## src/hw/tl_pkg.sv

```systemverilog
// Shared word format, FIFO sizing and controller state encoding
package tl_pkg;

	// Word format
	localparam int WORD_W    = 6;
	localparam int CLASS_BIT = 5;	// Top bit picks the virtual channel

	// FIFO sizing
	localparam int FIFO_DEPTH = 4;
	localparam int FILL_W     = 3;	// Wide enough to hold FIFO_DEPTH itself

	// Input, two channels and output
	localparam int NUM_FIFOS = 4;

	// Bit positions of each FIFO in the controller's status vectors
	localparam int IDX_IN  = 0;
	localparam int IDX_VC0 = 1;
	localparam int IDX_VC1 = 2;
	localparam int IDX_OUT = 3;

	// Flow-control controller states
	typedef enum logic [2:0] {
		FC_RESET  = 3'd0,
		FC_INIT   = 3'd1,
		FC_IDLE   = 3'd2,
		FC_ACTIVE = 3'd3,
		FC_ERROR  = 3'd4
	} fc_state_t;

endpackage

```

## src/hw/fifo.sv

```systemverilog
`timescale 1ns/1ps

module fifo #(
	parameter int BW    = tl_pkg::WORD_W,
	parameter int DEPTH = tl_pkg::FIFO_DEPTH
) (
	input  logic                      clk,
	input  logic                      reset_L,
	input  logic                      i_wr,
	input  logic [BW-1:0]             i_data,
	input  logic                      i_rd,
	input  logic [tl_pkg::FILL_W-1:0] i_umbral_bajo,
	input  logic [tl_pkg::FILL_W-1:0] i_umbral_alto,
	output logic [BW-1:0]             o_data,
	output logic                      o_error,
	output logic                      o_full,
	output logic                      o_empty,
	output logic                      o_almost_full,
	output logic                      o_almost_empty
);
	import tl_pkg::*;

	localparam int PTR_W = (DEPTH > 1) ? $clog2(DEPTH) : 1;
	localparam logic [PTR_W-1:0]  PTR_LAST = PTR_W'(DEPTH - 1);
	localparam logic [FILL_W-1:0] FILL_MAX = FILL_W'(DEPTH);

	logic [BW-1:0]     mem [DEPTH];
	logic [PTR_W-1:0]  wr_ptr;
	logic [PTR_W-1:0]  rd_ptr;
	logic [FILL_W-1:0] fill;
	logic              overrun;
	logic              underrun;
	logic              wr_ok;
	logic              rd_ok;

	// A write into a full FIFO still goes through when a read frees a slot
	assign wr_ok = i_wr && (!o_full || i_rd);
	assign rd_ok = i_rd && !o_empty;

	always_ff @(posedge clk) begin
		if (wr_ok) begin
			mem[wr_ptr] <= i_data;
		end
	end

	// Head word shows up only during a read
	always_comb begin
		o_data = '0;
		if (rd_ok) begin
			o_data = mem[rd_ptr];
		end
	end

	always_ff @(posedge clk) begin
		if (!reset_L) begin
			wr_ptr  <= '0;
			overrun <= 1'b0;
		end else if (i_wr) begin
			if (wr_ok) begin
				wr_ptr  <= (wr_ptr == PTR_LAST) ? '0 : wr_ptr + 1'b1;
				overrun <= 1'b0;
			end else begin
				overrun <= 1'b1;	// Word dropped
			end
		end
	end

	always_ff @(posedge clk) begin
		if (!reset_L) begin
			rd_ptr   <= '0;
			underrun <= 1'b0;
		end else if (i_rd) begin
			if (rd_ok) begin
				rd_ptr   <= (rd_ptr == PTR_LAST) ? '0 : rd_ptr + 1'b1;
				underrun <= 1'b0;
			end else begin
				underrun <= 1'b1;
			end
		end
	end

	always_ff @(posedge clk) begin
		if (!reset_L) begin
			fill <= '0;
		end else begin
			case ({wr_ok, rd_ok})
				2'b10:   fill <= fill + 1'b1;
				2'b01:   fill <= fill - 1'b1;
				default: fill <= fill;	// Idle, or read and write cancel out
			endcase
		end
	end

	assign o_error        = overrun | underrun;
	assign o_full         = (fill == FILL_MAX);
	assign o_empty        = (fill == '0);
	assign o_almost_full  = (fill == i_umbral_alto);
	assign o_almost_empty = (fill == i_umbral_bajo);

endmodule

```

## src/hw/vc_demux.sv

```systemverilog
`timescale 1ns/1ps

module vc_demux (
	input  logic                      i_in_empty,
	input  logic [tl_pkg::WORD_W-1:0] i_in_data,
	input  logic                      i_vc0_full,
	input  logic                      i_vc1_full,
	output logic                      o_in_rd,
	output logic                      o_vc0_wr,
	output logic                      o_vc1_wr,
	output logic [tl_pkg::WORD_W-1:0] o_vc_data
);
	import tl_pkg::*;

	logic class_sel;

	// The input FIFO presents its head word only while it is being read,
	// so the class bit is not known before the strobe goes out. Reading
	// only when both channels have room means the chosen one always does,
	// and the strobe never depends on the word it returns.
	assign o_in_rd = !i_in_empty && !i_vc0_full && !i_vc1_full;

	assign class_sel = i_in_data[CLASS_BIT];

	// Route the word at the same edge it leaves the input FIFO
	assign o_vc0_wr  = o_in_rd && !class_sel;
	assign o_vc1_wr  = o_in_rd && class_sel;
	assign o_vc_data = i_in_data;

endmodule

```

## src/hw/vc_arbiter.sv

```systemverilog
`timescale 1ns/1ps

module vc_arbiter (
	input  logic                      clk,
	input  logic                      reset_L,
	input  logic                      i_vc0_empty,
	input  logic                      i_vc1_empty,
	input  logic [tl_pkg::WORD_W-1:0] i_vc0_data,
	input  logic [tl_pkg::WORD_W-1:0] i_vc1_data,
	input  logic                      i_out_full,
	input  logic                      i_out_almost_full,
	output logic                      o_vc0_rd,
	output logic                      o_vc1_rd,
	output logic                      o_out_wr,
	output logic [tl_pkg::WORD_W-1:0] o_out_data
);

	logic prio;	// Channel that wins a tie
	logic stall;
	logic grant0;
	logic grant1;

	// Stop at the almost-full mark so the output keeps some slack
	assign stall = i_out_full | i_out_almost_full;

	always_comb begin
		grant0 = 1'b0;
		grant1 = 1'b0;
		if (!stall) begin
			if (prio) begin
				grant1 = !i_vc1_empty;
				grant0 = i_vc1_empty && !i_vc0_empty;	// Fall back to channel 0
			end else begin
				grant0 = !i_vc0_empty;
				grant1 = i_vc0_empty && !i_vc1_empty;
			end
		end
	end

	assign o_vc0_rd = grant0;
	assign o_vc1_rd = grant1;
	assign o_out_wr = grant0 | grant1;

	// Channel FIFO data is zero unless read, the mux just picks the live one
	assign o_out_data = grant1 ? i_vc1_data : i_vc0_data;

	// Priority flips after each word moved
	always_ff @(posedge clk) begin
		if (!reset_L) begin
			prio <= 1'b0;
		end else if (o_out_wr) begin
			prio <= ~prio;
		end
	end

endmodule

```

## src/hw/flow_ctrl_fsm.sv

```systemverilog
`timescale 1ns/1ps

module flow_ctrl_fsm (
	input  logic                         clk,
	input  logic                         reset_L,
	input  logic                         i_init,
	input  logic [tl_pkg::FILL_W-1:0]    i_umbral_bajo,
	input  logic [tl_pkg::FILL_W-1:0]    i_umbral_alto,
	input  logic [tl_pkg::NUM_FIFOS-1:0] i_errors,
	input  logic [tl_pkg::NUM_FIFOS-1:0] i_empties,
	output logic [tl_pkg::FILL_W-1:0]    o_umbral_bajo,
	output logic [tl_pkg::FILL_W-1:0]    o_umbral_alto,
	output tl_pkg::fc_state_t            o_state,
	output logic                         o_idle
);
	import tl_pkg::*;

	fc_state_t state;
	fc_state_t state_nxt;
	logic      any_error;
	logic      all_empty;

	assign any_error = |i_errors;
	assign all_empty = &i_empties;

	always_comb begin
		state_nxt = state;
		case (state)
			FC_RESET: begin
				state_nxt = FC_INIT;
			end
			FC_INIT: begin
				if (any_error) begin
					state_nxt = FC_ERROR;
				end else if (!i_init) begin
					state_nxt = FC_IDLE;
				end
			end
			FC_IDLE, FC_ACTIVE: begin
				if (any_error) begin
					state_nxt = FC_ERROR;
				end else if (all_empty) begin
					state_nxt = FC_IDLE;
				end else begin
					state_nxt = FC_ACTIVE;
				end
			end
			FC_ERROR: begin
				state_nxt = FC_ERROR;	// Only reset gets out
			end
			default: begin
				state_nxt = FC_RESET;
			end
		endcase
	end

	always_ff @(posedge clk) begin
		if (!reset_L) begin
			state <= FC_RESET;
		end else begin
			state <= state_nxt;
		end
	end

	// Thresholds reload every cycle spent in init
	always_ff @(posedge clk) begin
		if (!reset_L) begin
			o_umbral_bajo <= '0;
			o_umbral_alto <= '0;
		end else if (state == FC_INIT) begin
			o_umbral_bajo <= i_umbral_bajo;
			o_umbral_alto <= i_umbral_alto;
		end
	end

	assign o_state = state;
	assign o_idle  = (state == FC_IDLE);

endmodule

```

## src/hw/tl_switch.sv

```systemverilog
`timescale 1ns/1ps

module tl_switch (
	input  logic                      clk,
	input  logic                      reset_L,
	input  logic                      i_init,
	input  logic [tl_pkg::FILL_W-1:0] i_umbral_bajo,
	input  logic [tl_pkg::FILL_W-1:0] i_umbral_alto,
	input  logic                      i_push,
	input  logic [tl_pkg::WORD_W-1:0] i_data,
	input  logic                      i_pop,
	output logic                      o_in_full,
	output logic                      o_out_empty,
	output logic [tl_pkg::WORD_W-1:0] o_data,
	output tl_pkg::fc_state_t         o_state,
	output logic                      o_idle
);
	import tl_pkg::*;

	// Latched thresholds shared by every FIFO
	logic [FILL_W-1:0] umbral_bajo;
	logic [FILL_W-1:0] umbral_alto;

	logic              in_rd;
	logic [WORD_W-1:0] in_data;
	logic              in_empty;

	logic              vc0_wr;
	logic              vc1_wr;
	logic [WORD_W-1:0] vc_wdata;
	logic              vc0_rd;
	logic              vc1_rd;
	logic [WORD_W-1:0] vc0_rdata;
	logic [WORD_W-1:0] vc1_rdata;
	logic              vc0_full;
	logic              vc1_full;
	logic              vc0_empty;
	logic              vc1_empty;

	logic              out_wr;
	logic [WORD_W-1:0] out_wdata;
	logic              out_full;
	logic              out_almost_full;

	logic [NUM_FIFOS-1:0] errors;
	logic [NUM_FIFOS-1:0] empties;

	fifo u_in_fifo (
		.clk(clk), .reset_L(reset_L),
		.i_wr(i_push), .i_data(i_data), .i_rd(in_rd),
		.i_umbral_bajo(umbral_bajo), .i_umbral_alto(umbral_alto),
		.o_data(in_data), .o_error(errors[IDX_IN]),
		.o_full(o_in_full), .o_empty(in_empty),
		.o_almost_full(), .o_almost_empty()
	);

	vc_demux u_vc_demux (
		.i_in_empty(in_empty), .i_in_data(in_data),
		.i_vc0_full(vc0_full), .i_vc1_full(vc1_full),
		.o_in_rd(in_rd),
		.o_vc0_wr(vc0_wr), .o_vc1_wr(vc1_wr), .o_vc_data(vc_wdata)
	);

	fifo u_vc0_fifo (
		.clk(clk), .reset_L(reset_L),
		.i_wr(vc0_wr), .i_data(vc_wdata), .i_rd(vc0_rd),
		.i_umbral_bajo(umbral_bajo), .i_umbral_alto(umbral_alto),
		.o_data(vc0_rdata), .o_error(errors[IDX_VC0]),
		.o_full(vc0_full), .o_empty(vc0_empty),
		.o_almost_full(), .o_almost_empty()
	);

	fifo u_vc1_fifo (
		.clk(clk), .reset_L(reset_L),
		.i_wr(vc1_wr), .i_data(vc_wdata), .i_rd(vc1_rd),
		.i_umbral_bajo(umbral_bajo), .i_umbral_alto(umbral_alto),
		.o_data(vc1_rdata), .o_error(errors[IDX_VC1]),
		.o_full(vc1_full), .o_empty(vc1_empty),
		.o_almost_full(), .o_almost_empty()
	);

	vc_arbiter u_vc_arbiter (
		.clk(clk), .reset_L(reset_L),
		.i_vc0_empty(vc0_empty), .i_vc1_empty(vc1_empty),
		.i_vc0_data(vc0_rdata), .i_vc1_data(vc1_rdata),
		.i_out_full(out_full), .i_out_almost_full(out_almost_full),
		.o_vc0_rd(vc0_rd), .o_vc1_rd(vc1_rd),
		.o_out_wr(out_wr), .o_out_data(out_wdata)
	);

	fifo u_out_fifo (
		.clk(clk), .reset_L(reset_L),
		.i_wr(out_wr), .i_data(out_wdata), .i_rd(i_pop),
		.i_umbral_bajo(umbral_bajo), .i_umbral_alto(umbral_alto),
		.o_data(o_data), .o_error(errors[IDX_OUT]),
		.o_full(out_full), .o_empty(o_out_empty),
		.o_almost_full(out_almost_full), .o_almost_empty()
	);

	assign empties = {o_out_empty, vc1_empty, vc0_empty, in_empty};

	flow_ctrl_fsm u_flow_ctrl_fsm (
		.clk(clk), .reset_L(reset_L), .i_init(i_init),
		.i_umbral_bajo(i_umbral_bajo), .i_umbral_alto(i_umbral_alto),
		.i_errors(errors), .i_empties(empties),
		.o_umbral_bajo(umbral_bajo), .o_umbral_alto(umbral_alto),
		.o_state(o_state), .o_idle(o_idle)
	);

endmodule

```

## config.mk

```make
export PLATFORM = sky130hd
export DESIGN_NAME = tl_switch
export DESIGN_NICKNAME = d
export VERILOG_FILES = /design/src/hw/tl_pkg.sv /design/src/hw/fifo.sv /design/src/hw/vc_demux.sv /design/src/hw/vc_arbiter.sv /design/src/hw/flow_ctrl_fsm.sv /design/src/hw/tl_switch.sv
export SDC_FILE = /design/constraint.sdc
export NUM_CORES = 1
export LEC_CHECK = 0
export BUFFER_PORTS_ARGS = -buffer_cell sky130_fd_sc_hd__buf_4
export CAP_MARGIN = 20
export CELL_PAD_IN_SITES_DETAIL_PLACEMENT = 1
export CELL_PAD_IN_SITES_GLOBAL_PLACEMENT = 1
export CORE_ASPECT_RATIO = 1.5
export CORE_MARGIN = 4
export CORE_UTILIZATION = 28
export DETAILED_ROUTE_END_ITERATION = 8
export GPL_TIMING_DRIVEN = 0
export PLACE_DENSITY_LB_ADDON = 0.1
export SLEW_MARGIN = 20
export SYNTH_ARGS = -nofsm -noshare
export SYNTH_HDL_FRONTEND = slang
export SYNTH_SLANG_ARGS = --single-unit
export TNS_END_PERCENT = 100
```

## constraint.sdc

```tcl
create_clock -name clk -period 4.53 [get_ports clk]
set_input_delay 0.453 -clock clk [delete_from_list [all_inputs] [get_ports clk]]
set_output_delay 0.453 -clock clk [all_outputs]
set_load 0.01 [all_outputs]
```

==> results.md, run 1 <==
* RD Place Congestion at 0.715
* Combinational family with the most area after synthesis: multiplexers
* Avg WL per Cell at about 17 um
* Post-synthesis xor/xnor area fraction at 1.28%
* Synthesized area at a little over 6000 um2
* Fin area at 7260 um2
* Cells taking the most area after synthesis: edfxtp_1 47%, dfxtp_1 17%, mux4_2 8.8%
* CTS resizes at 0
* VDD IR max at around 0.26 mV
* Clock Skew at 8.02 ps
* Tcrit/Tclk final at about 70%
* Synth top area share at between 40 and 50%
* RSZ-0062 raised after global routing: false
* Cell taking the most area after synthesis: edfxtp_1
* Actual slew at the worst max-slew pin at 878 ps
* Critical Path Start: u_out_fifo.fill[2]
* Setup Viol. Count Final at 0
* Die Width at between 100 and 150 um
* Hold Vio Cnt, Final at 0
* Mux cell area share after synthesis at between 10% and 20%
* Crit path arrival time at around 3600 ps
* Slew headroom at 41.2%
* Fraction of registers with async set or reset after synthesis at 0%
* EDFF count, synth at 96
* CTS Hold Bufs at 0
* Post-synth top cells: 96 x edfxtp_1, 51 x dfxtp_1, 28 x inv_1, 28 x nand2_1, 26 x and2_1
* Max Fanout on Critical Path at 10
* CP max stage delay at 770 ps
* Pin count of the biggest net entering global routing at 17
* Flops & latches, synth at roughly 150
* Max clock buf depth at 2
* Initial antenna violation count at 1
* Total Neg Setup Slack at 0 ps
* Area Overhead vs Synth at 17.6%
* Ant. Diodes at 0
* # DRC at 0
* First-pass GRT wire length at between 20000 and 25000 um
* Vias at 3428
* CTS tree: done
* Tmin final at 3250 ps
* Total gr overflow at 0
* Fmax at between 300 and 400 MHz
* Worst R2R Start: u_out_fifo.fill[2]
* I/O pins at 29
* Die area at 24500 um2
* # rows at 66
* Pre-CTS WS at 1250 ps
* Status: finished, final reports clean
* CTS root buf: clkbuf_16
* Antenna Violating Nets Remaining at 0
* Tightest Hold Check Type: in -> reg
* Vias in the first global route at 3763
* Adder-Cell Fraction of Synth Area at 6.16%
* Critical path class: reg -> reg
* Post-Synth Simple-Gate Area at a little over a tenth
* Fin. max-slew vios at 0
* 1st-pass router iterations at 5
* H-Tree Depth at 4
* Top FF cell, synth: edfxtp_1
* Crit. End Element: flop
* Final net count at 516
* CP max-delay cell: a2111oi_4
* WL final at around 13000 um
* Die height at ~190 um
* Max-cap viol count at 0
* Vias/cell at between 4 and 5
* Dpl cell area at roughly 6700 um2
* Compound-Gate Fraction of Synth Area at under 10%
* Post-synth cell types at 39
* First-iteration detailed-routing DRC count at ~120
* Mapped Nets at 472
* Leak at 2.56 nW
* Clock sinks at 147
* Hold path startpoint: i_data[0]
* Clk slew on worst S/H paths at roughly 60 ps
* Post-DP HPWL at 9230 um
* Buf+Inv Stages, Crit Path at 1
* Core ar. at approximately 22000 um2
* Total GRT Usage at between 10% and 20%
* Most frequent cell after synthesis: edfxtp_1
* Worst-Skew Late Latency at 420 ps
* Pwr dens at approximately 660 nW/um2
* Critical Path Source Type: flop
* Crit path cell chain: nor2_1 -> a311oi_1 -> o31ai_1 -> a2111oi_4 -> ha_1 -> inv_1 -> fa_1 -> xor2_1 -> or3_1 -> a21boi_0
* Share of cells above drive strength 1 at 19.0%
* Sequential area share after synthesis at about 63%
* Postcts setup bufs at 0
* Critical path's top delay family: compound AO/OA/AOI/OAI gates
* Yosys warns at 0
* Synthesized area per cell at around 14 um2
* CP required at around 5000 ps
* PortBufs at 25
* Synth Instances at 427
* Setup ws final at between 1000 and 1500 ps
* Starting density of the core at between 20% and 30%
* CTS buffer count at 17
==> metrics by stage <==
step	std cells	hold WS (ps)	utilization [%]	power [mW]
3_5_place_dp	724	420	30.9	3.56
4_1_cts	756	209	33.4	4.92
5_1_grt	756	213	33.4	5.15
2_1_floorplan	427	405	-	3.05
6_report	756	230	33.4	4.79
3_3_place_gp	724	414	30.9	3.50
==> per-layer routing <==
layer  GRT usage [%]  routed length (um)  vias to the layer above  share of wire [%]
li1                -                   -                     1644                  -
met1            11.5                4870                     1731                 38
met2            22.0                7380                       37                 58
met3            2.30                 316                       16                2.5
met4            4.61                 225                        0                1.8
met5               0                   0                        -                  0
==> layout make-up <==
type                    count  area (um2)
multi-input cells         240        2110
well taps                 272         340
flip-flops and latches    147        3900
repair buffers             25         188
fillers                  2316       14500
inverters                  28         105
clock buffers              20         447
clock inverters            12         109
plain buffers              12        50.0
==> sequential cells by signal (all words and copies together), names as in the netlist, 3 cells and up, named ones only <==
signal and count:
u_flow_ctrl_fsm.o_umbral_alto 3, u_vc1_fifo.fill 3, u_out_fifo.mem 24, u_vc1_fifo.mem 24
u_out_fifo.fill 3, u_vc0_fifo.mem 24, u_in_fifo.fill 3, u_in_fifo.mem 24
u_flow_ctrl_fsm.o_state 3, u_vc0_fifo.fill 3
==> kinds of logic after synthesis <==
family / Yosys count
AOI/OAI and AO/OA: 38
muxes: 39
DFF: 147
adders and majority gates: 28
xor gates and xnor gates: 9
buffers and inverters: 40
and+or+nand+nor: 126
==> final timing paths <==
| check | to | slack [ps] | cells after the start |
|---|---|---|---|
| worst max-delay path | u_vc0_fifo.fill[2] | 1280 | 10 |
| worst min-delay path | u_in_fifo.mem[0][0] | 230 | 1 |
| worst max register to register | u_vc0_fifo.fill[2] | 1280 | 10 |
| worst min register to register | u_out_fifo.overrun | 430 | 2 |
==> power breakdown <==
group,switching [mW],internal (mW),total [mW]
combinational,0.866,0.648,1.51
clock,0.554,0.770,1.32
sequential,0.138,1.82,1.95
total,1.56,3.23,4.79
==> layout by cell type, fill, tap and decap left out, types with 24 or more instances in the layout <==
master    instances
edfxtp_1         96
dfxtp_1          51
inv_1            28
nand2_1          28
buf_4            26
and2_1           26
mux4_2           24
ha_1             24
(Power assumes the default switching activity.)
==> run 2, diff against run 1 <==
- clock period: 4.53 -> 3 ns (I/O delays scaled with it)
==> results.md, run 2 (synthesis gave the netlist of run 1 again) <==
* WL final at 12900 um
* Total Neg Setup Slack at 0 ps
* CTS tree: done
* Clock sinks at between 100 and 150
* Die area at 24500 um2
* Critical path class: reg -> reg
* Crit path to: u_vc1_fifo.fill[2]
* Die Width at 129 um
* Hold Vio Cnt, Final at 0
* First-pass GRT wire length at 20900 um
* CP Depth at 10
* Pre-CTS WS at -276 ps
* I/O pins at 29
* RR Endpoint: u_vc1_fifo.fill[2]
* Setup Viol. Count Final at 0
* Crit. End Element: flop
* Crit path arrival time at between 3000 and 4000 ps
* Fmax at about 350 MHz
* RD Place Congestion at 0.715
* Final net count at a little over 500
* CP max stage delay at ~600 ps
* CP required at between 3000 and 4000 ps
* Crit path cell chain: buf_4 -> mux4_2 -> and2_2 -> inv_2 -> ha_1 -> inv_1 -> fa_1 -> xor2_1 -> or3_1 -> a21boi_0
* Critical Path Source Type: flop
* Pwr dens at just over 1000 nW/um2
* Post-DP HPWL at about 9200 um
* PortBufs at 25
* H-Tree Depth at 4
* Max clock buf depth at 2
* Area Overhead vs Synth at 18.8%
* CTS buffer count at 17
* Starting density of the core at between 20% and 30%
* Share of cells above drive strength 1 at 21.6%
* CP max-delay cell: mux4_2
* Worst r2r path cells at 10
* 1st-pass router iterations at 4
* Leak at between 2 and 3 nW
* Fin. max-slew vios at 0
* Vias/cell at ~4.5
* # rows at 66
* Status: finished, final reports clean
* Most frequent cells in the layout: 96 x edfxtp_1, 49 x dfxtp_1, 30 x buf_4
* CTS root buf: clkbuf_16
* Filler cell count at between 2000 and 2500
* Vias in the first global route at roughly 3800
* Avg WL per Cell at around 17 um
* Antenna Violating Nets Remaining at 0
* Pin count of the biggest net entering global routing at 17
* Total gr overflow at 0
* Die height at 190 um
* Worst-Skew Late Latency at roughly 420 ps
* Tmin final at approximately 2900 ps
* First-iteration detailed-routing DRC count at roughly 100
* Tightest Hold Check Type: in -> reg
* Clock Skew at 8.11 ps
* Core ar. at approximately 22000 um2
* Critical path's top delay family: simple AND/OR/NAND/NOR gates
* Vias at ~3400
* Actual slew at the worst max-slew pin at about 640 ps
* VDD IR max at 0.391 mV
* # DRC at 0
* Tcrit/Tclk final at approximately 95%
* Max-cap viol count at 0
* Total GRT Usage at 11.4%
* CTS Hold Bufs at 0
* Buf+Inv Stages, Crit Path at 3
* Clk slew on worst S/H paths at roughly 60 ps
* Commonest non-fill, non-tap cell in the layout: edfxtp_1
* Worst hold slack at 77.9 ps
* Initial antenna violation count at 1
* Reg2reg setup slack at 140 ps
* Ant. Diodes at 0
* Max Fanout on Critical Path at 11
* Setup ws final at around 140 ps
* Slew headroom at between 50% and 60%
[run 2: timing repair]
action	in CTS	in global routing
gates resized for setup	6	9
hold endpoints to repair	0	0
pin swaps	1	0
setup buffers	3	0
setup endpoints to repair	5	6
[run 2: metrics by stage]
step	utilization [%]	power, mW	std cells	instance area [um2]
detailed placement	30.9	5.38	724	6700
floorplan	-	4.61	427	6170
global placement	30.9	5.28	724	6700
finish	33.8	7.37	759	7330
CTS	33.6	7.50	759	7300
global route	33.8	7.91	759	7330
[run 2: worst min-delay path by stage]
stage,from,endpoint,slack [ps],cells past startpoint
4_1_cts,i_data[0],u_in_fifo.mem[0][0],60,1
2_1_floorplan,i_data[0],u_in_fifo.mem[0][0],400,0
5_1_grt,i_data[2],u_in_fifo.mem[2][2],60,1
3_5_place_dp,u_out_fifo.overrun,u_out_fifo.overrun,420,2
6_report,i_data[0],u_in_fifo.mem[0][0],80,1
3_3_place_gp,u_vc1_fifo.underrun,u_vc1_fifo.underrun,410,2
[run 2: final cells by class]
cell class | instances | area (um2) | area share [%]
Sequential cell | 147 | 3910 | 53.3
Inverter | 28 | 105 | 1.43
Buffer | 12 | 53.8 | 0.734
Timing Repair Buffer | 28 | 210 | 2.87
Clock buffer | 20 | 447 | 6.09
Tap cell | 272 | 340 | 4.64
Multi-Input combinational cell | 240 | 2160 | 29.5
Clock inverter | 12 | 109 | 1.48
[run 2: routing by layer]
metal	global-route usage [%]	wire length (um)	vias to the layer above	part of all wire, %
met5	0	0	-	0
met3	2.30	283	14	2.2
li1	-	-	1649	-
met2	22.3	7490	36	58
met1	11.5	4930	1750	38
met4	4.61	210	0	1.6
[run 2: where the power goes]
part	leakage (nW)	switching [mW]	total (mW)	internal (mW)
registers	1.30	0.224	2.97	2.74
clock network	0.260	0.841	2.00	1.16
logic	1.02	1.35	2.40	1.05
total	2.58	2.41	7.37	4.96
